==> config.mk <==
export PLATFORM = sky130hd
export DESIGN_NAME = sampleLoader
export DESIGN_NICKNAME = d
export VERILOG_FILES = /design/src/design/idctPkg.sv /design/src/design/sampleLoader.sv
export VERILOG_INCLUDE_DIRS = /design/src /design/src/design
export SDC_FILE = /design/constraint.sdc
export NUM_CORES = 1
export LEC_CHECK = 0
export BUFFER_PORTS_ARGS = -buffer_cell sky130_fd_sc_hd__buf_2
export CORE_UTILIZATION = 57
export CTS_CLUSTER_DIAMETER = 120
export DETAILED_ROUTE_END_ITERATION = 8
export PLACE_DENSITY = 0.76
export SYNTH_ARGS = -nofsm -noshare
export SYNTH_HDL_FRONTEND = slang
export SYNTH_SLANG_ARGS = --single-unit
export TNS_END_PERCENT = 20
==> constraint.sdc <==
create_clock -name clk -period 2.06 [get_ports clk]
set_input_delay 0.103 -clock clk [delete_from_list [all_inputs] [get_ports clk]]
set_output_delay 0.103 -clock clk [all_outputs]
set_load 0.005 [all_outputs]
==> src/design/idct_defines.svh <==
// 8x8 inverse DCT engine sizes
// block geometry, datapath widths and the fixed-point scaling shift
`ifndef IDCT_DEFINES_SVH
`define IDCT_DEFINES_SVH

// block geometry
`define IDCT_N        8
`define IDCT_SAMPLES  64

// input samples and Q15 cosine coefficients
`define IDCT_SAMPLE_W 16
`define IDCT_COEF_W   16

// row pass result kept between the two passes
`define IDCT_MID_W    24

// wide enough for eight exact 24x16 products
`define IDCT_ACC_W    43

// final output width
`define IDCT_OUT_W    32

// Q15 rescale after each pass
`define IDCT_SHIFT    15

`endif

==> src/design/idctPkg.sv <==
// shared types of the 8x8 inverse DCT engine
// datapath widths, sequencer states and the command and result records
`default_nettype none

`include "idct_defines.svh"

package idctPkg;

   typedef logic signed [`IDCT_SAMPLE_W-1:0] sampleT;
   typedef logic signed [`IDCT_COEF_W-1:0]   coefT;
   typedef logic signed [`IDCT_MID_W-1:0]    midT;
   typedef logic signed [`IDCT_ACC_W-1:0]    accT;
   typedef logic signed [`IDCT_OUT_W-1:0]    outT;

   // row, column or tap inside a block
   typedef logic [$clog2(`IDCT_N)-1:0]       idxT;
   // flat position inside a block
   typedef logic [$clog2(`IDCT_SAMPLES)-1:0] sampleIdxT;

   typedef enum logic [2:0] {idle, load, rowPass, colPass, stream} seqStateT;

   typedef enum logic {rowSel, colSel} passT;

   // one multiply-accumulate step
   typedef struct packed {
      logic valid;
      passT pass;
      idxT  row;
      idxT  col;
      idxT  tap;
      logic last;
   } macCmdT;

   // one finished dot product, row pass values sign-extended
   typedef struct packed {
      logic valid;
      passT pass;
      idxT  row;
      idxT  col;
      outT  value;
   } resultWrT;

endpackage

`default_nettype wire

==> src/design/sampleLoader.sv <==
// input sample buffer
// captures one 8x8 block in row-major order and serves it to the row pass
`timescale 1ns/1ps
`default_nettype none

`include "idct_defines.svh"

module sampleLoader
   import idctPkg::*;
(
   input  logic   clk,
   input  logic   racc,
   input  logic   reading,
   input  sampleT din,
   input  idxT    sampleRow,
   input  idxT    sampleCol,
   output sampleT sampleOut
);

   sampleT    sampleMem [`IDCT_SAMPLES];
   sampleIdxT wrCnt;

   always_ff @(posedge clk or posedge racc)
   begin
      if (racc)
      begin
         wrCnt <= '0;
      end
      else if (reading)
      begin
         wrCnt <= wrCnt + 1'b1;
      end
   end

   // sample storage
   always_ff @(posedge clk)
   begin
      if (reading)
      begin
         sampleMem[wrCnt] <= din;
      end
   end

   assign sampleOut = sampleMem[{sampleRow, sampleCol}];

   // after a read cycle the counter is back at zero exactly when reading has dropped
   property wrapAtLastSample;
      @(posedge clk) disable iff (racc)
      $past(reading) |-> ((wrCnt == '0) == !reading);
   endproperty
   assert property (wrapAtLastSample)
      else $error("sample counter out of step with reading");

endmodule

`default_nettype wire

==> results.sh <==
export IMPL_min_delay_start="din[3]"
export IMPL_drive_above_1_share_pct=37.4
export IMPL_ys_ff_latch=1030
export IMPL_cp_max_fo=1
export IMPL_area_growth_synth_to_final_pct=18.6
export IMPL_place_congestion=0.908
export IMPL_dp_cells=2898
export IMPL_port_buffer_count=40
export IMPL_clock_skew_ps=20.5
export IMPL_synth_top_cell_by_area="edfxtp_1"
export IMPL_cp_cell_sequence="mux4_2, mux2i_1, nor2b_1, o21ai_1, buf_4, a21oi_4, buf_2"
export IMPL_tightest_slew_ps=1230
export IMPL_min_path_type="primary input to flop"
export IMPL_cts_buffers=96
export IMPL_post_dp_hpwl_um=58900
export IMPL_hold_viol=0
export IMPL_yosys_warnings=0
export IMPL_synthTopCellsByArea="edfxtp_1 78%, mux4_2 14%, mux2i_1 1.6%"
export IMPL_finalWirelength_um=95700
export IMPL_fin_crit_sh_pct=129
export IMPL_synth_edff_count=1024
export IMPL_grt_pass1_vias=20200
export IMPL_vias_per_cell=6.50
export IMPL_reg2reg_from="wrCnt[0]"
export IMPL_critPathKind="flop to output pin"
export IMPL_postCtsSetupRepairBufs=0
export IMPL_slew_limit_headroom_pct=17.5
export IMPL_crit_start="sampleMem[62][6]"
export IMPL_root_buffer="clkbuf_16"
export IMPL_p_per_area_nw_per_um2=963
export IMPL_period_minus_slack_ps=2650
export IMPL_slowest_stage="mux4_2"
export IMPL_critPathArrivalTime_ps=2550
export IMPL_clkTransAtPathRegs_ps=60
export IMPL_ios=41
export IMPL_start_kind="flop"
export IMPL_place_ws_ps=-480
export IMPL_wire_per_inst_um=31.1
export IMPL_synth_top_flop_cell="edfxtp_1"
export IMPL_syn_avg_cell_area_um2=22.9
export IMPL_syn_num_nets=1750
export IMPL_rsz0062_at_grt="true"
export IMPL_dieArea_um2=70300
export IMPL_dpl_cell_area_um2=43300
export IMPL_ys_async_sr_fraction_pct=0.583
export IMPL_ir_worst_vdd_mv=0.706
export IMPL_cellLeakagePower_uw=0.0151
export IMPL_status="complete, but fails checks"
export IMPL_fin_area_um2=46800
export IMPL_clock_fmax_mhz=377
export IMPL_slew_violations=0
export IMPL_grt_ovfl_total=0
export IMPL_yosysMostFrequentCell="edfxtp_1"
export IMPL_reg2reg_slack_ps=110
export IMPL_drt_pass1_iterations=5
export IMPL_worst_ep_required_time_ps=1960
export IMPL_cts_tree="yes"
export IMPL_die_h_um=265
export IMPL_antenna_left=0
export IMPL_grt_first_pass_wirelength_um=138000
export IMPL_critical_path_max_stage_delay_ps=520
export IMPL_ctsLongestPathBuffers=3
export IMPL_cts_htree_levels=3
export IMPL_synth_top_area_share_pct=77.9
export IMPL_cts_sinks=1030
export IMPL_setup_violations=16
export IMPL_yosysSeqAreaShare_pct=78.3
export IMPL_grt_max_degree=65
export IMPL_floorplan_die_width_um=265
export IMPL_synth_common_cells="1024 x edfxtp_1, 253 x mux4_2, 70 x nor2_1"
export IMPL_setup_ws_ps=-591
export IMPL_end_kind="output pin"
export IMPL_violations="negative setup slack"
export IMPL_core_area_um2=68600
export IMPL_synth_cell_types=39
export IMPL_antenna_found_initial=7
export IMPL_final_nets=2097
export IMPL_stdcell_count=3077
export IMPL_num_vias=20000
export IMPL_synth_cells=1724
export IMPL_cap_violations=0
export IMPL_grt_usage_pct=27.7
export IMPL_hold_slack_ps=41.1
export IMPL_first_iter_violations=2752
export IMPL_synth_cell_area_um2=39500
export IMPL_insertion_delay_ps=650
export IMPL_drc=0
export IMPL_start_util_pct=57.6
export IMPL_std_cell_rows=96
-- layout make-up --
type | count | area [um2]
clock buffers | 116 | 2520
repair buffers | 343 | 3310
diodes | 1 | 2.50
fillers | 3977 | 21800
inverters | 1 | 3.75
clock inverters | 56 | 450
multi-input cells | 599 | 8470
flip-flops and latches | 1030 | 30900
well taps | 931 | 1160
-- layer usage --
metal / track usage (%) / share of wire, %
met3: 5.55 / 10
met5: 0 / 0.022
met1: 38.4 / 37
met2: 44.5 / 49
met4: 9.45 / 3.5
-- flip-flops by register name (all words and copies together) (netlist names) --
register / count
wrCnt: 6
sampleMem: 1024
-- layout by cell type (no fill, tap or decap), types with 4 or more instances in the layout --
master | synthesis | routed
nand2_1 | 17 | 17
and4_1 | 7 | 4
a22oi_2 | 0 | 12
nor2_1 | 70 | 70
and2_1 | 5 | 5
buf_4 | 22 | 228
nor4_2 | 0 | 5
nand3_1 | 10 | 10
mux4_2 | 253 | 253
edfxtp_1 | 1024 | 1024
a22oi_1 | 43 | 31
buf_6 | 11 | 9
clkinv_2 | 0 | 21
mux2_2 | 13 | 10
nand3b_1 | 5 | 5
clkbuf_16 | 0 | 98
nor2b_1 | 14 | 14
bufinv_16 | 0 | 7
mux2i_1 | 62 | 51
buf_12 | 0 | 60
clkbuf_1 | 32 | 18
o22ai_2 | 0 | 23
dfrtp_1 | 6 | 6
buf_2 | 22 | 35
mux2i_2 | 0 | 8
clkinv_1 | 0 | 23
nor4_1 | 12 | 7
o22ai_1 | 48 | 22
dlygate4sd3_1 | 0 | 9
-- through the flow --
stage	setup TNS (ps)	power (uW)	utilization, %
CTS	-7480	45200	68.1
floorplan	-79600	26300	-
global route	-8180	46200	68.3
finish	-7300	45100	68.3
detailed placement	-3540	28400	63.1
global placement	-3270	28200	63.1
-- report_power, final --
group,internal (uW),switching [uW],total [uW]
Clock,9550,7350,16900
Sequential,23800,266,24100
Combinational,1660,2410,4080
Total,35000,10000,45100
-- critical path, delay by kind of cell, from the launching register on --
family                 cells  cell delay [ps]
AOI/OAI and AO/OA          2              230
buffers and inverters      2              290
DFF                        1              410
muxes                      2              880
and+or+nand+nor            1              100
-- what timing repair did --
action / in CTS / in global routing
hold buffers: 9 / 0
endpoints found under the hold margin: 168 / 0
endpoints found under the setup margin: 16 / 16
resized for setup: 67 / 23
cloned: 0 / 0
pin swaps: 20 / 8
-- cells by family after synthesis --
family	after synthesis	synth area share [%]
xor gates and xnor gates	4	0.0887
muxes	328	16.4
adders and majority gates	1	0.0317
AOI/OAI and AO/OA	111	1.90
and+or+nand+nor	155	1.95
DFF	1030	78.3
buffers and inverters	95	1.39
-- worst paths after layout --
check,endpoint,cells past startpoint
worst max register to register,sampleMem[31][8],4
worst min-delay path,sampleMem[55][3],1
max in group asynchronous,wrCnt[0],4
min in group asynchronous,wrCnt[5],4
worst max-delay path,sampleOut[6],7
worst min register to register,wrCnt[2],1
Power figures use the tool's default switching activity.
