==> src/design/idct_defines.svh <==
// 8x8 inverse DCT engine sizes
// block geometry, datapath widths and the fixed-point scaling shift
`ifndef IDCT_DEFINES_SVH
`define IDCT_DEFINES_SVH

// block geometry
`define IDCT_N        8
`define IDCT_SAMPLES  64

// input samples and Q15 cosine coefficients
`define IDCT_SAMPLE_W 16
`define IDCT_COEF_W   16

// row pass result kept between the two passes
`define IDCT_MID_W    24

// wide enough for eight exact 24x16 products
`define IDCT_ACC_W    43

// final output width
`define IDCT_OUT_W    32

// Q15 rescale after each pass
`define IDCT_SHIFT    15

`endif

==> src/design/idctPkg.sv <==
// shared types of the 8x8 inverse DCT engine
// datapath widths, sequencer states and the command and result records
`default_nettype none

`include "idct_defines.svh"

package idctPkg;

   typedef logic signed [`IDCT_SAMPLE_W-1:0] sampleT;
   typedef logic signed [`IDCT_COEF_W-1:0]   coefT;
   typedef logic signed [`IDCT_MID_W-1:0]    midT;
   typedef logic signed [`IDCT_ACC_W-1:0]    accT;
   typedef logic signed [`IDCT_OUT_W-1:0]    outT;

   // row, column or tap inside a block
   typedef logic [$clog2(`IDCT_N)-1:0]       idxT;
   // flat position inside a block
   typedef logic [$clog2(`IDCT_SAMPLES)-1:0] sampleIdxT;

   typedef enum logic [2:0] {idle, load, rowPass, colPass, stream} seqStateT;

   typedef enum logic {rowSel, colSel} passT;

   // one multiply-accumulate step
   typedef struct packed {
      logic valid;
      passT pass;
      idxT  row;
      idxT  col;
      idxT  tap;
      logic last;
   } macCmdT;

   // one finished dot product, row pass values sign-extended
   typedef struct packed {
      logic valid;
      passT pass;
      idxT  row;
      idxT  col;
      outT  value;
   } resultWrT;

endpackage

`default_nettype wire

==> src/design/blockStore.sv <==
// intermediate and output block store
// collects pass results, feeds the column pass and streams the output block
`timescale 1ns/1ps
`default_nettype none

`include "idct_defines.svh"

module blockStore
   import idctPkg::*;
(
   input  logic      clk,
   input  logic      racc,
   input  resultWrT  resultWr,
   input  idxT       midRow,
   input  idxT       midCol,
   output midT       midOut,
   input  logic      streamEn,
   input  sampleIdxT streamIdx,
   output logic      outValid,
   output outT       dout
);

   midT       midMem [`IDCT_SAMPLES];
   outT       outMem [`IDCT_SAMPLES];
   sampleIdxT wrIdx;

   assign wrIdx = {resultWr.row, resultWr.col};

   // block memories and the stream data
   always_ff @(posedge clk)
   begin
      if (resultWr.valid)
      begin
         if (resultWr.pass == rowSel)
         begin
            midMem[wrIdx] <= midT'(resultWr.value);
         end
         else
         begin
            outMem[wrIdx] <= resultWr.value;
         end
      end
      dout <= outMem[streamIdx];
   end

   // combinational read lines up with the MAC command
   assign midOut = midMem[{midRow, midCol}];

   always_ff @(posedge clk or posedge racc)
   begin
      if (racc)
      begin
         outValid <= 1'b0;
      end
      else
      begin
         outValid <= streamEn;
      end
   end

   // the whole output block is final before streaming begins
   assert property (@(posedge clk) disable iff (racc) !(resultWr.valid && streamEn))
      else $error("result write during output stream");

endmodule

`default_nettype wire

==> config.mk <==
export PLATFORM = sky130hd
export DESIGN_NAME = blockStore
export DESIGN_NICKNAME = d
export VERILOG_FILES = /design/src/design/idctPkg.sv /design/src/design/blockStore.sv
export VERILOG_INCLUDE_DIRS = /design/src /design/src/design
export SDC_FILE = /design/constraint.sdc
export NUM_CORES = 2
export LEC_CHECK = 0
export ABC_AREA = 1
export BUFFER_PORTS_ARGS = -buffer_cell sky130_fd_sc_hd__buf_4
export CAP_MARGIN = 20
export CORE_UTILIZATION = 45
export DETAILED_ROUTE_END_ITERATION = 6
export SKIP_LAST_GASP = 1
export SYNTH_ARGS = -nofsm -noshare
export SYNTH_HDL_FRONTEND = slang
export SYNTH_SLANG_ARGS = --single-unit
==> constraint.sdc <==
create_clock -name clk -period 2.09 [get_ports clk]
set_input_delay 0.5225 -clock clk [delete_from_list [all_inputs] [get_ports clk]]
set_output_delay 0.5225 -clock clk [all_outputs]
set_load 0.02 [all_outputs]
==> results.py <==
metrics = {
    "outcome": {
        "status": "finished, violations left",
        "violations": "design-rule violations, negative setup slack",
    },
    "drt": {
        "via_per_inst": 5.757,
        "wire_per_inst_um": 26.02,
        "first_pass_iters": 7,
        "drtIter0Drc": 12550,
        "remaining_drc_errors": 1,
        "drt-total-wl_um": 450300,
        "drtAntennaViolNets": 0,
        "vias": 99600,
    },
    "sta": {
        "period_share_pct": 136.6,
        "fin_crit_ns": 2.854,
        "tightest_slew_ns": 0.8604,
        "finClkSkew_ns": 0.08634,
        "slew_headroom_pct": 42.64,
        "setup_viol": 24,
        "final_max_slew_viol_count": 0,
        "setup_ws_ns": -0.7640,
        "fmax_ghz": 0.3504,
        "finalHoldViolCount": 0,
        "rsz0062_at_grt": "true",
        "timing.setup.tns_ns": -16.76,
    },
    "finish": {
        "final_design_area_no_fill_um2": 176300,
        "multi_input_area_um2": 35840,
        "fillers": 25860,
        "ff_latch_area_um2": 108300,
        "area_growth_pct": 21.39,
        "fin_nets": 12750,
        "drive_above_1_share_pct": 16.61,
        "finish.utilization_pct": 54.88,
    },
    "clock_network": {
        "clockBufferDepth": 4,
        "cts_htree_levels": 5,
        "cts-root-buf": "clkbuf_16",
        "cts_tree": "built",
        "clk_latency_ns": 0.98,
        "cts.clk_slew.worst_paths_ns": 0.07,
        "cts_made_buffers": 371,
        "cts.sinks": 3617,
    },
    "critical_path": {
        "crit_chain": "nand2_1 > nand3_1 > nand3_1 > nand2_1 > nand2_2 > nand3_2 > nand3_1 > buf_6 > nand2_2 > buf_6",
        "setup.worst_path.start_class": "register",
        "r2r_start": "outMem[11][6]",
        "slowest_stage": "edfxtp_1",
        "worstPathMaxFanout": 1,
        "worst-r2r-setup-slack_ns": 0.22,
        "crit_family": "simple AND/OR/NAND/NOR gates",
        "crit_arrival_ns": 2.33,
        "worst_setup_path_end_kind": "output port",
        "path_buf_inv": 2,
        "cpPeakStageDelay_ns": 0.39,
        "critPathKind": "register to output port",
        "cp_num_cells": 10,
        "r2r_cells": 8,
        "r2r_end": "dout[6]",
        "crit_top_cell": "nand3_1",
        "critical_path_required_ns": 1.57,
    },
    "global_route": {
        "met3_usage_pct": 4.294,
        "grt_first_pass_wirelength_um": 646300,
        "track_usage_pct": 27.13,
        "grt_use_met1_pct": 38.83,
        "grt_max_degree": 72,
        "top_usage_layer": "met2",
        "grt_pass1_vias": 94110,
        "overflow": 0,
        "antenna_found_initial": 21,
        "grt_util_met2_pct": 42.21,
    },
    "power": {
        "sw_frac_of_total_pct": 23.19,
        "irDropWorstVdd_v": 0.0007149,
        "pwr-share-clk_pct": 41.7,
        "p_leak_uw": 0.06409,
        "seqPwrFrac_pct": 50.4,
        "p_total_uw": 159100,
        "pwr-share-comb_pct": 7.9,
        "power_density_nw_per_um2": 902.6,
        "p_switching_uw": 36890,
        "internal_power_uw": 122200,
    },
    "place": {
        "detailedPlace.worstSlack_ns": -1.046,
        "placed_area_um2": 161500,
        "routabilityCongestion": 0.9121,
        "dp_hpwl_um": 275100,
        "portBuffers": 111,
    },
    "hold_path": {
        "min_to": "outMem[28][26]",
        "hp-start": "resultWr[26]",
        "min_path_type": "input pin to register",
        "hold-path-cell-count": 1,
    },
    "floorplanning": {
        "die_y_um": 570.0,
        "start_util_pct": 45.21,
        "ios": 112,
        "core_area_um2": 321100,
        "die-width_um": 570.0,
        "rows": 208,
        "dieArea_um2": 324900,
    },
    "yosys": {
        "synth.distinct_cells": 18,
        "yosysWarnings": 0,
        "synth_top_area_cell": "edfxtp_1",
        "yosysTopAreaCellShare_pct": 74.12,
        "synth_area_um2": 145200,
        "synth.area.top_cells": "edfxtp_1 (74%), nand3_1 (11%), nand2_1 (11%)",
        "ys_seq_area_share_pct": 74.58,
        "synthCells": 11980,
        "syn-num-nets": 12040,
        "ys_seq_elements": 3617,
        "avgSynthCellArea_um2": 12.12,
    },
    "flow_run": {
        "timing.max_cap.violations": 0,
    },
}
## metal layers
layer / up-vias / part of all wire [%]
met2: 5112 / 46
li1: 44100 / -
met5: - / 0
met4: 0 / 3.8
met3: 734 / 9.7
met1: 49660 / 41
## flip-flops by register name, summed over array words and instances, names as in the netlist
| name | flops |
|---|---|
| outMem | 2048 |
| dout | 32 |
| midMem | 1536 |
| outValid | 1 |
## cells by family after synthesis
kind of cell           synth area share, %
flip-flops                           74.58
buffers and inverters                3.062
AND/OR/NAND/NOR                      22.36
## worst max-delay path by stage
stage / end / startpoint / slack, ns
after floorplan: outMem[24][0] / resultWr[32] / -0.69
after global placement: midOut[5] / midCol[0] / -1.04
after detailed placement: midOut[5] / midCol[0] / -1.05
after CTS: midOut[4] / midMem[14][4] / -0.83
after global routing: midOut[15] / midMem[32][15] / -0.82
final: midOut[16] / midMem[21][16] / -0.76
## stage by stage
step	std cells	hold slack (ns)
2_1_floorplan	11980	0.2512
3_3_place_gp	16600	0.3659
3_5_place_dp	16600	0.3682
4_1_cts	17290	0.007094
5_1_grt	17300	0.03788
6_report	17300	0.07468
## cell usage in the layout, fill, tap and decap left out, types with 32 or more instances in the layout
master	Yosys	layout
nand3_1	3209	3004
buf_6	47	32
clkbuf_16	0	386
nand2_2	0	128
bufinv_16	0	39
nand3_4	0	67
clkinv_2	0	65
buf_12	0	427
clkinv_1	1	85
nand2_1	4193	4038
buf_4	143	640
nor3_4	0	110
nand3_2	0	138
clkbuf_1	187	61
edfxtp_1	3584	3584
## layout make-up
class | count | share of cell area, %
Sequential cell | 3617 | 61.45
Multi-Input combinational cell | 7538 | 20.34
Timing Repair Buffer | 1143 | 8.224
Clock buffer | 444 | 5.542
Tap cell | 4305 | 3.056
Clock inverter | 224 | 1.293
Inverter | 24 | 0.09441
Antenna cell | 7 | 0.009938
## worst reg2reg max path, stage by stage, from the launching register on
cell      delay (ns)
edfxtp_1        0.37
nand2_1         0.09
nand3_1         0.09
nand3_1         0.12
nand3_1         0.19
nand3_1         0.33
nand2_1         0.21
nand2_1         0.24
nand2_1         0.14
## Yosys cell counts
| cell type | instances |
|---|---|
| nor3_1 | 116 |
| clkinv_1 | 1 |
| buf_2 | 350 |
| nand3_1 | 3209 |
| inv_1 | 12 |
| buf_8 | 1 |
| buf_4 | 143 |
| buf_1 | 75 |
| clkbuf_1 | 187 |
| edfxtp_1 | 3584 |
| inv_2 | 10 |
| nand2_1 | 4193 |
| nor2_1 | 18 |
| inv_4 | 1 |
| buf_6 | 47 |
| dfxtp_1 | 32 |
| nand3b_1 | 2 |
| dfrtp_1 | 1 |
## repair_timing
item | CTS | global route
endpoints found under the hold margin | 182 | 0
resized for setup | 298 | 218
buffers inserted | 0 | 4
hold buffers | 18 | 0
endpoints found under the setup margin | 32 | 24
gates cloned | 1 | 7
pin swaps | 78 | 113
## power groups by stage
stage	clock network [uW]	registers (uW)	logic [uW]
floorplan	0	81800	5270
global placement	0	81700	11600
detailed placement	0	81700	11800
CTS	66900	80200	12200
global route	69600	80200	13300
finish	66300	80200	12600
(Power assumes the default switching activity.)
