==> src/design/idct_defines.svh <==
// 8x8 inverse DCT engine sizes
// block geometry, datapath widths and the fixed-point scaling shift
`ifndef IDCT_DEFINES_SVH
`define IDCT_DEFINES_SVH

// block geometry
`define IDCT_N        8
`define IDCT_SAMPLES  64

// input samples and Q15 cosine coefficients
`define IDCT_SAMPLE_W 16
`define IDCT_COEF_W   16

// row pass result kept between the two passes
`define IDCT_MID_W    24

// wide enough for eight exact 24x16 products
`define IDCT_ACC_W    43

// final output width
`define IDCT_OUT_W    32

// Q15 rescale after each pass
`define IDCT_SHIFT    15

`endif

==> src/design/idctPkg.sv <==
// shared types of the 8x8 inverse DCT engine
// datapath widths, sequencer states and the command and result records
`default_nettype none

`include "idct_defines.svh"

package idctPkg;

   typedef logic signed [`IDCT_SAMPLE_W-1:0] sampleT;
   typedef logic signed [`IDCT_COEF_W-1:0]   coefT;
   typedef logic signed [`IDCT_MID_W-1:0]    midT;
   typedef logic signed [`IDCT_ACC_W-1:0]    accT;
   typedef logic signed [`IDCT_OUT_W-1:0]    outT;

   // row, column or tap inside a block
   typedef logic [$clog2(`IDCT_N)-1:0]       idxT;
   // flat position inside a block
   typedef logic [$clog2(`IDCT_SAMPLES)-1:0] sampleIdxT;

   typedef enum logic [2:0] {idle, load, rowPass, colPass, stream} seqStateT;

   typedef enum logic {rowSel, colSel} passT;

   // one multiply-accumulate step
   typedef struct packed {
      logic valid;
      passT pass;
      idxT  row;
      idxT  col;
      idxT  tap;
      logic last;
   } macCmdT;

   // one finished dot product, row pass values sign-extended
   typedef struct packed {
      logic valid;
      passT pass;
      idxT  row;
      idxT  col;
      outT  value;
   } resultWrT;

endpackage

`default_nettype wire

==> src/design/macUnit.sv <==
// shared multiply-accumulate unit
// holds the Q15 cosine table, picks the operand of the current pass,
// registers one product per cycle and rescales each finished dot product
`timescale 1ns/1ps
`default_nettype none

`include "idct_defines.svh"

module macUnit
   import idctPkg::*;
(
   input  logic     clk,
   input  logic     racc,
   input  macCmdT   macCmd,
   input  sampleT   sampleIn,
   input  midT      midIn,
   output resultWrT resultWr
);

   // coefficient (i, k) at index 8*i + k, 16-bit patterns read as signed
   localparam coefT COS_TABLE [`IDCT_SAMPLES] = '{
      16'd23170, 16'd32138, 16'd30274, 16'd27246,
      16'd23170, 16'd18205, 16'd12540, 16'd6393,
      16'd23170, 16'd27246, 16'd12540, 16'd59143,
      16'd42366, 16'd33398, 16'd35262, 16'd47331,
      16'd23170, 16'd18205, 16'd52996, 16'd33398,
      16'd42366, 16'd6393,  16'd30274, 16'd27246,
      16'd23170, 16'd6393,  16'd35262, 16'd47331,
      16'd23170, 16'd27246, 16'd52996, 16'd33398,
      16'd23170, 16'd59143, 16'd35262, 16'd18205,
      16'd23170, 16'd38290, 16'd52996, 16'd32138,
      16'd23170, 16'd47331, 16'd52996, 16'd32138,
      16'd42366, 16'd59143, 16'd30274, 16'd38290,
      16'd23170, 16'd38290, 16'd12540, 16'd6393,
      16'd42366, 16'd32138, 16'd35262, 16'd18205,
      16'd23170, 16'd33398, 16'd30274, 16'd38290,
      16'd23170, 16'd47331, 16'd12540, 16'd59143
   };

   sampleIdxT coefIdx;
   coefT      coefSel;
   midT       opA;
   accT       product;
   accT       prodReg;
   macCmdT    cmdD;
   accT       acc;
   accT       accNext;
   accT       scaled;
   outT       resValue;

   // row pass uses coef (col, tap), column pass uses coef (row, tap)
   assign coefIdx = {(macCmd.pass == rowSel) ? macCmd.col : macCmd.row, macCmd.tap};
   assign coefSel = COS_TABLE[coefIdx];
   assign opA     = (macCmd.pass == rowSel) ? midT'(sampleIn) : midIn;

   // exact signed product, sign-extended into the accumulator width
   assign product = opA * coefSel;

   always_ff @(posedge clk)
   begin
      prodReg <= product;
      if (cmdD.valid)
      begin
         acc <= accNext;
      end
   end

   // tap 0 restarts the sum
   assign accNext  = (cmdD.tap == '0) ? prodReg : acc + prodReg;
   assign scaled   = accNext >>> `IDCT_SHIFT;
   assign resValue = (cmdD.pass == rowSel) ? outT'(midT'(scaled)) : outT'(scaled);

   always_ff @(posedge clk or posedge racc)
   begin
      if (racc)
      begin
         cmdD     <= '0;
         resultWr <= '0;
      end
      else
      begin
         cmdD           <= macCmd;
         resultWr.valid <= cmdD.valid && cmdD.last;
         resultWr.pass  <= cmdD.pass;
         resultWr.row   <= cmdD.row;
         resultWr.col   <= cmdD.col;
         resultWr.value <= resValue;
      end
   end

   // a dot product only starts after the previous one closed or from idle
   assert property (@(posedge clk) disable iff (racc)
      (macCmd.valid && macCmd.tap == '0) |-> (!$past(macCmd.valid) || $past(macCmd.last)))
      else $error("tap 0 inside an unfinished dot product");

endmodule

`default_nettype wire

==> config.mk <==
export PLATFORM = sky130hd
export DESIGN_NAME = macUnit
export DESIGN_NICKNAME = d
export VERILOG_FILES = /design/src/design/idctPkg.sv /design/src/design/macUnit.sv
export VERILOG_INCLUDE_DIRS = /design/src /design/src/design
export SDC_FILE = /design/constraint.sdc
export NUM_CORES = 1
export LEC_CHECK = 0
export BUFFER_PORTS_ARGS = -buffer_cell sky130_fd_sc_hd__buf_2
export CAP_MARGIN = 20
export CELL_PAD_IN_SITES_DETAIL_PLACEMENT = 1
export CELL_PAD_IN_SITES_GLOBAL_PLACEMENT = 2
export CORE_AREA = 2 2 252 254
export DETAILED_ROUTE_END_ITERATION = 16
export DIE_AREA = 0 0 254 256
export PLACE_DENSITY = 0.75
export REMOVE_ABC_BUFFERS = 1
export SLEW_MARGIN = 30
export SYNTH_ARGS = -nofsm -noshare
export SYNTH_HDL_FRONTEND = slang
export SYNTH_SLANG_ARGS = --single-unit
==> constraint.sdc <==
create_clock -name clk -period 3.4 [get_ports clk]
set_input_delay 0.68 -clock clk [delete_from_list [all_inputs] [get_ports clk]]
set_output_delay 0.68 -clock clk [all_outputs]
set_load 0.03 [all_outputs]
==> reports/metrics.cfg <==
[final_layout]
nNetsFinal = 3548
multiInputGateArea_um2 = 18000
final_cell_mix = inv_1 (413), buf_4 (410), fa_1 (352)
seq_area_um2 = 3300
final_common_cell = inv_1
fillers = 7227
syn2layout_area_growth_pct = 36.3
drive_gt1_frac = 0.332
antenna_cells = 0

[sta]
hold_viol = 0
setup_tns_ns = -118.01
grt_setup_unrepaired = yes
fmax_mhz = 135
period_share = 2.18
slew_headroom = 0.498
setup_viol = 37
tightest_slew_ns = 0.753
slew_violations = 0
final.setup.worst_slack_ns = -4.01
clock_skew_ns = 0.0128
finalCriticalPeriod_ns = 7.41

[worst_setup_path]
arrival_ns = 7.73
r2r-start = acc[21]
worstPathMaxFanout = 7
crit_path_start_kind = primary input
slowest_stage = fa_1
critPathLaunch = macCmd[10]
end_kind = register
cp.required_ns = 3.73
crit_type = in -> reg
max_stage_delay_ns = 0.58
cp_common_cell = fa_1

[global_routing]
grt_overflow = 0
grt_pass1_wl_um = 119000
grt_pass1_vias = 21226
antenna_found_initial = 1
grt_max_degree = 46
grt.total_usage = 0.234

[logic_synthesis]
synth_simple_gate_area_frac = 0.146
synth_area_um2 = 21600
avgSynthCellArea_um2 = 8.80
yosysSeqAreaShare = 0.152
synth_top_family_by_area = adder cells
synthXorXnorAreaFrac = 0.0316
synth-compound-area-share = 0.114
synthArstFlopShare = 0.366
synth_edf_count = 43
yosys-mux-area-fraction = 0.0217
yosysWarnings = 0
synthCells = 2455
synthAdderAreaFrac = 0.436
ys_ff_latch = 131
ys_dominant_reg_cell = dfrtp_1
yosysUniqueCellTypes = 82

[run_status]
status = finished with violations
violations = setup timing

[cts]
cts.clk_slew.worst_paths_ns = 0.06
cts_buffer_depth = 2
ctsHtreeMaxLevel = 4
clock-sinks = 131
clock_latency_ns = 0.45
root_buffer = clkbuf_16
cts_tree = yes
hold_buffers = 0
numCtsBuffers = 17

[floorplanning]
dieHeight_um = 256
die-area_um2 = 65000
io_pins = 94
core_area_um2 = 62400
num_rows = 92
die_w_um = 254
start_util = 0.346

[detailed_routing]
vias = 18702
drt_wl_total_um = 74700
first_pass_iters = 5
wl_per_cell_um = 19.5
route.detailed.drc = 0
ant_nets = 0
drtIter0Drc = 821
avgViaCountPerCell = 4.89

[worst_hold_path]
min_path_type = in -> async

[place]
place_hpwl_um = 61500
numPortBuffers = 93
gp_congestion = 0.933
pre_cts_slack_ns = -5.28

[flow_run]
max_cap_viol_count = 0

[flip-flops by register name, indices dropped and copies added (netlist names)]
signal	flops
prodReg	40
cmdD	12
acc	43
resultWr	36
[Yosys cell counts (3+ instances only)]
cell type,number,area share
a21o_1,24,0.0083
dfxtp_1,40,0.037
and3_1,5,0.0014
and2_1,27,0.0078
o21bai_1,15,0.0052
o21a_1,7,0.0024
a211o_1,3,0.0012
nor2_1,292,0.051
clkbuf_1,59,0.010
a31o_2,5,0.0020
nand2b_1,23,0.0067
inv_1,446,0.078
o21ai_1,31,0.0072
buf_4,7,0.0024
a21oi_2,7,0.0028
o21ai_0,53,0.012
a211oi_2,3,0.0017
or3_1,6,0.0017
a211oi_1,19,0.0066
a311oi_1,8,0.0032
xor2_1,23,0.0093
nand3_1,34,0.0079
nand4_1,8,0.0023
o211ai_1,12,0.0042
a31oi_1,18,0.0052
edfxtp_1,43,0.060
a2111oi_0,3,0.0012
xnor2_1,55,0.022
nor2b_1,5,0.0014
or2_2,7,0.0020
ha_1,153,0.089
buf_1,11,0.0019
mux2_2,17,0.0089
fa_1,375,0.35
dfrtp_1,48,0.056
nand2_1,287,0.050
nor3_1,33,0.0076
a21oi_1,138,0.032
mux2i_1,21,0.0097
o311ai_0,5,0.0020
buf_2,20,0.0046
[cell type report]
| cell class | count | share of cell area |
|---|---|---|
| Clock buffer | 18 | 0.0146 |
| Clock inverter | 14 | 0.00480 |
| Inverter | 449 | 0.0577 |
| Multi-Input combinational cell | 1776 | 0.612 |
| Sequential cell | 131 | 0.112 |
| Tap cell | 846 | 0.0360 |
| Timing Repair Buffer | 591 | 0.163 |
[timing repair]
| item | CTS | global route |
|---|---|---|
| resized for setup | 385 | 100 |
| cloned | 1 | 1 |
| setup endpoints to repair | 38 | 50 |
| pin swaps | 135 | 26 |
| setup buffers | 69 | 16 |
[per-layer routing]
metal  part of all wire  global-route usage  up-vias
met5                  0                   0        -
met3              0.031              0.0193       89
met4              0.025              0.0621        0
li1                   -                   -     8758
met1               0.46               0.318     9525
met2               0.49               0.398      330
[logic make-up after synthesis]
family                   count (synthesis)
AO/OA/AOI/OAI                          383
XOR/XNOR                                78
adder cells (fa/ha/maj)                528
buffers and inverters                  548
flip-flops                             131
multiplexers                            42
AND/OR/NAND/NOR                        745
[final timing paths]
| check | endpoint | slack (ns) | cells past startpoint |
|---|---|---|---|
| min in group clk | cmdD[11] | 0.34 | 1 |
| max | prodReg[38] | -4.01 | 31 |
| max in group asynchronous | resultWr[34] | 2.40 | 3 |
| max reg2reg | acc[40] | 0.16 | 11 |
| min reg2reg | resultWr[33] | 0.34 | 0 |
| min | resultWr[5] | 0.34 | 2 |
[critical path, delay by kind of cell]
family                   cells  cell delay [ns]
AO/OA/AOI/OAI               11             1.66
XOR/XNOR                     1             0.15
adder cells (fa/ha/maj)      7             3.33
buffers and inverters        8             0.86
multiplexers                 2             0.94
AND/OR/NAND/NOR              2             0.14
[per-stage QoR]
step           cell area, um^2  instances   util  hold slack (ns)
6_report                 29400       3825  0.472            0.339
5_1_grt                  29400       3825  0.472            0.325
4_1_cts                  28900       3810  0.463            0.318
3_5_place_dp             26100       3714  0.418            0.336
3_3_place_gp             26100       3714  0.418            0.333
2_1_floorplan            21200       2356      -            0.331
Power is not shown: default switching activity piles up to over one toggle a cycle in this logic, so the estimate is an artifact.
