### src/design/idct_defines.svh
// 8x8 inverse DCT engine sizes
// block geometry, datapath widths and the fixed-point scaling shift
`ifndef IDCT_DEFINES_SVH
`define IDCT_DEFINES_SVH

// block geometry
`define IDCT_N        8
`define IDCT_SAMPLES  64

// input samples and Q15 cosine coefficients
`define IDCT_SAMPLE_W 16
`define IDCT_COEF_W   16

// row pass result kept between the two passes
`define IDCT_MID_W    24

// wide enough for eight exact 24x16 products
`define IDCT_ACC_W    43

// final output width
`define IDCT_OUT_W    32

// Q15 rescale after each pass
`define IDCT_SHIFT    15

`endif

### src/design/idctPkg.sv
// shared types of the 8x8 inverse DCT engine
// datapath widths, sequencer states and the command and result records
`default_nettype none

`include "idct_defines.svh"

package idctPkg;

   typedef logic signed [`IDCT_SAMPLE_W-1:0] sampleT;
   typedef logic signed [`IDCT_COEF_W-1:0]   coefT;
   typedef logic signed [`IDCT_MID_W-1:0]    midT;
   typedef logic signed [`IDCT_ACC_W-1:0]    accT;
   typedef logic signed [`IDCT_OUT_W-1:0]    outT;

   // row, column or tap inside a block
   typedef logic [$clog2(`IDCT_N)-1:0]       idxT;
   // flat position inside a block
   typedef logic [$clog2(`IDCT_SAMPLES)-1:0] sampleIdxT;

   typedef enum logic [2:0] {idle, load, rowPass, colPass, stream} seqStateT;

   typedef enum logic {rowSel, colSel} passT;

   // one multiply-accumulate step
   typedef struct packed {
      logic valid;
      passT pass;
      idxT  row;
      idxT  col;
      idxT  tap;
      logic last;
   } macCmdT;

   // one finished dot product, row pass values sign-extended
   typedef struct packed {
      logic valid;
      passT pass;
      idxT  row;
      idxT  col;
      outT  value;
   } resultWrT;

endpackage

`default_nettype wire

### src/design/passSequencer.sv
// pass sequencer
// orders the load, the row and column passes and the output stream
// one 9-bit step counter is split into row, column and tap
`timescale 1ns/1ps
`default_nettype none

`include "idct_defines.svh"

module passSequencer
   import idctPkg::*;
(
   input  logic      clk,
   input  logic      racc,
   input  logic      start,
   output logic      reading,
   output logic      done,
   output macCmdT    macCmd,
   output idxT       sampleRow,
   output idxT       sampleCol,
   output idxT       midRow,
   output idxT       midCol,
   output logic      streamEn,
   output sampleIdxT streamIdx
);

   localparam int STEP_W = $clog2(`IDCT_SAMPLES * `IDCT_N);
   localparam logic [STEP_W-1:0] LOAD_LAST  = STEP_W'(`IDCT_SAMPLES - 1);
   localparam logic [STEP_W-1:0] PASS_LAST  = STEP_W'(`IDCT_SAMPLES * `IDCT_N - 1);
   // two idle cycles let the last result reach the store
   localparam logic [STEP_W-1:0] DRAIN_LAST = STEP_W'(1);

   seqStateT          state;
   logic [STEP_W-1:0] stepCnt;
   logic              draining;
   idxT               rowIdx;
   idxT               colIdx;
   idxT               tapIdx;

   assign rowIdx = stepCnt[8:6];
   assign colIdx = stepCnt[5:3];
   assign tapIdx = stepCnt[2:0];

   always_ff @(posedge clk or posedge racc)
   begin
      if (racc)
      begin
         state    <= idle;
         stepCnt  <= '0;
         draining <= 1'b0;
         reading  <= 1'b0;
         done     <= 1'b0;
      end
      else
      begin
         done <= 1'b0;
         case (state)
            idle:
            begin
               stepCnt <= '0;
               if (start)
               begin
                  state   <= load;
                  reading <= 1'b1;
               end
            end
            load:
            begin
               stepCnt <= stepCnt + 1'b1;
               if (stepCnt == LOAD_LAST)
               begin
                  stepCnt <= '0;
                  reading <= 1'b0;
                  state   <= rowPass;
               end
            end
            rowPass, colPass:
            begin
               // counter wraps to zero at the end of the pass and times the drain
               stepCnt <= stepCnt + 1'b1;
               if (!draining)
               begin
                  if (stepCnt == PASS_LAST)
                  begin
                     draining <= 1'b1;
                  end
               end
               else if (stepCnt == DRAIN_LAST)
               begin
                  draining <= 1'b0;
                  stepCnt  <= '0;
                  if (state == rowPass)
                  begin
                     state <= colPass;
                  end
                  else
                  begin
                     state <= stream;
                     done  <= 1'b1;
                  end
               end
            end
            stream:
            begin
               stepCnt <= stepCnt + 1'b1;
               if (stepCnt == LOAD_LAST)
               begin
                  stepCnt <= '0;
                  state   <= idle;
               end
            end
            default:
            begin
               state <= idle;
            end
         endcase
      end
   end

   always_comb
   begin
      macCmd.valid = (state == rowPass || state == colPass) && !draining;
      macCmd.pass  = (state == colPass) ? colSel : rowSel;
      macCmd.row   = rowIdx;
      macCmd.col   = colIdx;
      macCmd.tap   = tapIdx;
      macCmd.last  = (tapIdx == idxT'(`IDCT_N - 1));
   end

   // row pass reads input (row, tap), column pass reads intermediate (tap, col)
   assign sampleRow = rowIdx;
   assign sampleCol = tapIdx;
   assign midRow    = tapIdx;
   assign midCol    = colIdx;

   assign streamEn  = (state == stream);
   assign streamIdx = stepCnt[5:0];

   // the MAC is never driven while loading or streaming
   assert property (@(posedge clk) disable iff (racc)
      macCmd.valid |-> !(reading || streamEn))
      else $error("MAC command issued outside the passes");

   assert property (@(posedge clk) disable iff (racc) !(done && reading))
      else $error("done raised while reading");

endmodule

`default_nettype wire

### config.mk
export PLATFORM = sky130hd
export DESIGN_NAME = passSequencer
export DESIGN_NICKNAME = d
export VERILOG_FILES = /design/src/design/idctPkg.sv /design/src/design/passSequencer.sv
export VERILOG_INCLUDE_DIRS = /design/src /design/src/design
export SDC_FILE = /design/constraint.sdc
export NUM_CORES = 1
export LEC_CHECK = 0
export BUFFER_PORTS_ARGS = -buffer_cell sky130_fd_sc_hd__buf_2
export CAP_MARGIN = 20
export CORE_ASPECT_RATIO = 2
export CORE_MARGIN = 2
export CORE_UTILIZATION = 40
export CTS_BUF_LIST = sky130_fd_sc_hd__clkbuf_16
export DETAILED_ROUTE_END_ITERATION = 12
export GPL_TIMING_DRIVEN = 0
export PLACE_DENSITY = 0.74
export RECOVER_POWER = 25
export SLEW_MARGIN = 10
export SYNTH_ARGS = -nofsm -noshare
export SYNTH_HDL_FRONTEND = slang
export SYNTH_SLANG_ARGS = --single-unit
### constraint.sdc
create_clock -name clk -period 2 [get_ports clk]
set_input_delay 0 -clock clk [delete_from_list [all_inputs] [get_ports clk]]
set_output_delay 0 -clock clk [all_outputs]
set_load 0.02 [all_outputs]
==> impl_summary.md, run 1 <==
Setup path
The largest fanout of any net on the critical path is 9. The critical path goes through ha_1, or4b_1, o21ai_0, a21o_1, a21oi_1. The largest incremental delay on the critical path is around 480 ps.

The flop-to-flop setup slack is 180 ps. The critical setup path kind is flip-flop to flip-flop. The critical path startpoint category is a flip-flop. Data on the critical path is required at its endpoint by 2130 ps. The category of the worst setup path capture point is a flip-flop. The critical-path cell with the highest stage delay is or4b_1. The cell family with the largest share of critical-path delay is simple AND/OR/NAND/NOR gates.

The arrival time of data at the critical path endpoint is 1960 ps. The number of buffers and inverters on the critical path is 0.

Clock network
Clock latency on the worst-skew pair, taken at its later pin, is approximately 250 ps. The number of sinks driven by the clock tree is 15. The clock passes through at most 2 buffers. The CTS tree is yes. The total number of H-tree levels is 1. The total clock buffers created by CTS is 3. The post-cts sizing count is 0. In this run the clock root is driven by a clkbuf_16. After clock tree synthesis, the clock-pin slew on the worst setup and hold paths is 50 ps.

Drt
The average wire per standard cell is 13.3 um. The amount of wire on met3 after detailed routing is just over 100 um. The count of antenna-violating nets left after detailed routing is 0. The final route contains 952 vias. The met1 wire length is 892 um. The amount of wire on met2 after detailed routing is between 1000 and 1500 um. Dividing the detail-routed via count by the number of cells gives 5.17. The first-pass iteration count of the detailed router is 4.

In this run the top signal layer used is met4. The remaining routing DRC violations is 0. The aggregate routed wire length is 2450 um. The DRC violation total after the first TritonRoute iteration is 24.

Power and ir drop
In this run the power density over the cells is 529 nW/um^2. The worst vdd rail ir drop is around 0.64 mV. For this design the static power due to leakage is roughly 0.74 nW.

GRT
The number of antenna violations at the first check in global routing was 0. The maximum number of pins on one net before global-route repair is 16. The overall routing resource usage is 18.0%. The via count of the first global-routing pass came to 856. Summed over all layers, the global routing overflow is 0. The first global-routing pass estimated 3940 um of wire.

Logic synthesis
The simple-gate share of the synthesized area is 23.9%. The net count after synthesis is between 100 and 150. The average instance in the mapped netlist occupies 9.07 sq um.

After synthesis, the largest area contributor takes up between 30% and 40% of total cell area. The number of library cell types mapped by synthesis is 36. The xor-xnor portion of the synthesized cell area is under 10%. The most numerous cell in the Yosys netlist is buf_4. The proportion of synthesized flip-flops having asynchronous set or reset is 100%. After synthesis the cells add up to 1050 sq um. By area the synthesized netlist is led by dfrtp_1 36%, buf_4 13%, ha_1 4.8%. Counting flops and latches in the post-synthesis netlist gives 15. By count the netlist is led by 18 x buf_4, 15 x dfrtp_1, 13 x nor2_1, 7 x nand2_1. The primary flip-flop cell chosen by synthesis mapping is dfrtp_1.

The synthesized netlist devotes 16.2% of its cell area to compound gates. In the synthesized netlist, mux cells make up 0% of the area. The largest total area in the synthesized netlist belongs to dfrtp_1. The portion of the post-synthesis area used by sequential elements is 35.7%. Synthesis produced a netlist whose cell count is 116. The Yosys warning count is 0. The share of synthesized cell area in full adder, half adder and majority cells is around 4.8%. The largest family of logic cells by synthesized area is simple AND/OR/NAND/NOR gates. Counting flops with a built-in enable in the synthesized netlist gives 0.

STA
Summed over all failing endpoints, the final setup total negative slack is 0 ps. Of the available clock period, the critical path in the final layout requires 91.1%. Measured against its own limit, the worst slew margin works out to between 60% and 70%.

The post-route minimum period is roughly 1800 ps. The worst clock skew is 3.92 ps. Derived from the worst setup path, the maximum achievable clock frequency is 549 MHz. The number of max-slew violations in the final report is 0. The final count of hold timing violations is 0. The total of endpoints with negative setup slack in the final report is 0. For the pin with the worst max-slew slack, the measured transition is 583 ps.

Setup repair after global routing left no endpoint under its margin.

Cells and area
The number of nets in the final layout is 164. The number of cells in the finished layout apart from fillers is about 180. The layout cell share with drive strength beyond 1 is 41.7%. The number of fill cells in the layout is 251. The layout-stage area growth over the synthesis result is 28.2%.

The final antenna diode count is 0.

Floorplanning
The core area is roughly 2500 sq um. The floorplan row count is 26. The floorplan step defined a die boundary enclosing 3080 sq um.

The die boundary height is 76.5 um. The starting utilization of the core area is 41.5%. The floorplan die width is just over 40 um. The I/O pin total is 36.

Job
Across the run, the number of max-cap violations was 0.

Placed design
The placer congestion estimate is 0.889. The wire-length estimate of the detail-placed layout is 1860 um. The count of buffers added on input and output ports is 35. The cell count after placement is 179.

Worst hold path
The worst min-delay path class is input pin to flip-flop.

Outcome
The run finished with clean final reports.
## worst reg2reg max path: stages, from the launching register on
cell and delay, ps:
dfrtp_1 470, ha_1 380, or4b_1 480, o21ai_0 180
a21o_1 140, a21oi_1 60
## layer usage
metal / vias up / global-route usage, %
li1: 474 / -
met3: 5 / 2.62
met2: 25 / 31.1
met4: 0 / 8.00
met1: 448 / 19.6
met5: - / 0
## final timing paths
| check | start | to | cells after the start |
|---|---|---|---|
| worst max register to register | stepCnt[0]$_DFFE_PP0P_ | stepCnt[1]$_DFFE_PP0P_ | 5 |
| min in group asynchronous | racc | stepCnt[2]$_DFFE_PP0P_ | 3 |
| worst min register to register | reading$_DFFE_PP0P_ | reading$_DFFE_PP0P_ | 2 |
| worst max-delay path | stepCnt[0]$_DFFE_PP0P_ | stepCnt[1]$_DFFE_PP0P_ | 5 |
| worst min-delay path | start | reading$_DFFE_PP0P_ | 3 |
| max in group asynchronous | racc | stepCnt[8]$_DFFE_PP0P_ | 3 |
## registers in the layout, indices dropped and copies added (netlist names)
signal	flops
stepCnt	9
draining	1
reading	1
state	3
done	1
## power breakdown
part           switching (mW)  internal [mW]
logic                 0.00684        0.00277
clock network           0.134          0.266
registers                   0          0.304
total                   0.141          0.573
## per-stage QoR
step	cell area (sq um)	power [mW]	hold WS, ps	utilization, %	worst slack (ps)
6_report	1350	0.714	40.7	53.2	177
2_1_floorplan	1050	0.314	-98.5	-	283
5_1_grt	1350	0.728	88.4	53.2	40.5
3_3_place_gp	1260	0.318	92.8	49.8	262
4_1_cts	1350	0.715	52.9	53.3	158
3_5_place_dp	1260	0.318	86.7	49.8	165
## final cells by class
class | instances | area, sq um | area share (%)
Sequential cell | 15 | 375 | 27.8
Inverter | 5 | 18.8 | 1.39
Clock inverter | 1 | 3.75 | 0.278
Timing Repair Buffer | 36 | 183 | 13.5
Buffer | 21 | 151 | 11.2
Tap cell | 28 | 35.0 | 2.60
Multi-Input combinational cell | 75 | 507 | 37.6
Clock buffer | 3 | 75.1 | 5.57
## cells by family after synthesis
logic type	count (synthesis)
AND/OR/NAND/NOR	43
buffers and inverters	26
AO/OA/AOI/OAI	24
flip-flops	15
XOR/XNOR	4
adder cells (fa/ha/maj)	4
## cell usage in the layout, fill, tap and decap left out, types with 2 or more instances in the layout
master     Yosys  final
buf_2          1     34
buf_4         18     18
dfrtp_1       15     15
nor2_1        13     13
nand2_1        7      7
inv_1          5      6
a21oi_1        5      5
nand3_1        4      4
ha_1           4      4
a31oi_1        3      3
a311oi_1       3      3
clkbuf_1       1      3
nor3_1         3      3
and2_1         3      3
xor2_1         3      3
o21ai_0        3      3
clkbuf_16      0      3
nor2b_1        2      2
nor3_2         2      2
and3_2         2      2
a21o_1         2      2
nand4_1        2      2
## repair_timing
action | in CTS | in global routing
setup endpoints to repair | 0 | 0
setup buffers | 0 | 0
hold buffers | 1 | 0
endpoints found under the hold margin | 15 | 0
(Power assumes the default switching activity.)
==> run 2: changes to the inputs <==
--- a/config.mk
+++ b/config.mk
@@ -14,7 +14,7 @@
 export CTS_BUF_LIST = sky130_fd_sc_hd__clkbuf_16
 export DETAILED_ROUTE_END_ITERATION = 12
 export GPL_TIMING_DRIVEN = 0
-export PLACE_DENSITY = 0.74
+export PLACE_DENSITY = 0.77
 export RECOVER_POWER = 25
 export SLEW_MARGIN = 10
 export SYNTH_ARGS = -nofsm -noshare
==> run 2 against run 1 <==
First-iteration DRC count grew 42%. Non-clock buffer count unchanged. Sequential power barely moved. Setup slack improved by 22 ps. Die area did not move. Combinational power is 2% higher. Global-route usage shrank 0.18 points. Register-to-register slack improved by 20 ps. Design area about the same. Total power up 0.39%. Critical endpoint is now stepCnt[8]$_DFFE_PP0P_.
==> impl_summary.md, run 2 (synthesized netlist as in run 1, its figures left out) <==
Clock network
Post-CTS repair changed the size of 0 cells. The number of buffers added for setup after CTS is 0. The root cell of the clock tree is clkbuf_16.

In this run the deepest clock path goes through 2 buffers. The total number of H-tree levels is 1. TritonCTS built the clock tree.

The post-CTS clock slew at the launch and capture registers of the worst setup and hold paths is 50 ps. The number of clock buffers added by TritonCTS is 3. The later pin in the worst-skew pair is clocked with a latency of approximately 250 ps. The number of sinks driven by the clock tree is 15.

Power and ir drop
IR analysis of the VDD net gives a maximum drop of ~0.55 mV. The total power is 717 uW. In this run the power spent charging and discharging nets is 142 uW. The fraction of power spent switching nets is 19.8%.

The power share of the sequential group is 42.4%. The power density over the cells is approximately 530 nW/um^2. The clock share of power is 56.2%.

The share of total power dissipated in combinational logic is 1.4%. In this run the static leakage power is 0.742 nW. The cell-internal power is 575 uW.

Cells and area
The layout-stage area growth over the synthesis result is 28.3%. The number of cells in the finished layout apart from fillers is around 180. The largest registers in the layout are stepCnt x9, state x3.

The layout cell share with drive strength beyond 1 is 42.3%. The most common cell after layout, fill and taps aside is buf_2. The net count of the finished layout is 164. The register with the most flip-flops in the layout has 9 of them. The final antenna diode count is 0.

In the final layout, flip-flops and latches occupy 375 sq um. The finished cells cover 1350 sq um. The final standard cell utilization of the core is 53.2%. The number of fill cells in the layout is roughly 260. The library cells used most frequently in the layout, excluding fill and tap cells, are 34 x buf_2, 18 x buf_4, 15 x dfrtp_1. The area taken by multi-input logic gates is 507 sq um. Ranked by flip-flop count, first place goes to stepCnt.

Drt
For this block, the initial DRC count from the detailed router was 34. Before antenna repair, the detailed router went through 4 iterations. The mean number of vias per cell is 5.16. The average wire per standard cell is 13.2 um. The remaining routing DRC violations is 0. The aggregate routed wire length is 2440 um. The count of antenna-violating nets left after detailed routing is 0. For this block, the via count after detailed routing is 950.

GRT
The first global-routing pass estimated 3860 um of wire. The number of antenna violations at the first check in global routing was 0. The global route total overflow is 0. The via count of the first global-routing pass was 872. Across every metal layer, demand over resource in global routing totals approximately 18%. The maximum number of pins on one net before global-route repair is 16.

Worst hold path
The worst min-delay path class is input pin to flip-flop.

Setup path
The category of the worst setup path capture point is a flip-flop. The arrival time of data at the critical path endpoint is 1970 ps. The critical setup path kind is flip-flop to flip-flop.

The data required time of the worst path is 2170 ps. STA classifies the critical path startpoint as a flip-flop. The largest fanout of any net on the critical path is 9.

Placed design
Prior to clock tree synthesis, the placed netlist has a worst setup slack of 204 ps. The placer congestion estimate is 0.870. The instance area at placement is about 1300 sq um. The total half-perimeter wirelength after legalization and detailed placement is 1870 um. The number of port buffers is 35.

Once placement completed, the tool counted placed cells totaling 179.

STA
The number of max-slew violations in the final report is 0. The final count of hold timing violations was 0. For the final routed database, the setup TNS stands at 0 ps. The worst path setup slack after routing is 199 ps.

The measured slew at the worst slew-check pin is approximately 600 ps. Derived from the worst setup path, the maximum achievable clock frequency is 555 MHz. Setup repair after global routing left no endpoint under its margin. The post-route minimum period is 1800 ps. The final worst-path cycle share is 90.0%.

The worst pin sits at a relative slew slack of 60.1%. Between clock sinks in the finished design, the worst skew comes to 3.68 ps. The tightest hold path in the finished design has a slack of 51.0 ps.

The total of endpoints with negative setup slack in the final report is 0.

Job
The max-cap check violation count is 0.

Outcome
The flow ran to the end, and the final reports show no timing, DRC or antenna violations.

Floorplanning
The floorplan has 26 rows. The I/O pin total is 36. In this run the standard cell core region covers 2540 sq um. The starting utilization of the core area is 41.5%. The die is slightly above 40 um wide. The die boundary height is 76.5 um. The die footprint is 3080 sq um.
## run 2: critical path, stage by stage, from the launching register on
cell,delay (ps)
dfrtp_1,460
ha_1,350
and2_1,210
and3_1,190
ha_1,270
nor2_1,40
nor3_1,190
## run 2: path summary, 6_finish.rpt
check	startpoint	to	slack (ps)	cells past startpoint
max reg2reg	stepCnt[0]$_DFFE_PP0P_	stepCnt[8]$_DFFE_PP0P_	200	6
min in group asynchronous	racc	state[1]$_DFFE_PP0P_	360	3
min reg2reg	reading$_DFFE_PP0P_	reading$_DFFE_PP0P_	560	2
max	stepCnt[0]$_DFFE_PP0P_	stepCnt[8]$_DFFE_PP0P_	200	6
min	start	reading$_DFFE_PP0P_	50	3
max in group asynchronous	racc	reading$_DFFE_PP0P_	1250	3
## run 2: power by group through the flow
| stage | Sequential (mW) | Clock [mW] | Combinational (mW) |
|---|---|---|---|
| 2_1_floorplan | 0.309 | 0 | 0.00461 |
| 4_1_cts | 0.304 | 0.407 | 0.0104 |
| 5_1_grt | 0.304 | 0.422 | 0.0115 |
| 3_5_place_dp | 0.309 | 0 | 0.00882 |
| 3_3_place_gp | 0.309 | 0 | 0.00859 |
| 6_report | 0.304 | 0.403 | 0.00979 |
## run 2: timing repair
item                       CTS  global route
hold endpoints to repair    15             0
setup endpoints to repair    0             0
hold buffers                 1             0
## run 2: layout make-up
type / instances / area share [%]
Tap cell: 28 / 2.60
Clock buffer: 3 / 5.56
Timing Repair Buffer: 36 / 13.5
Multi-Input combinational cell: 75 / 37.5
Buffer: 21 / 11.2
Clock inverter: 1 / 0.371
Inverter: 5 / 1.39
Sequential cell: 15 / 27.8
## run 2: layer usage
layer | wire length, um | global-route usage (%)
met1 | 866 | 18.4
met2 | 1390 | 30.8
met3 | 97 | 1.75
met4 | 78 | 10.7
met5 | 0 | 0
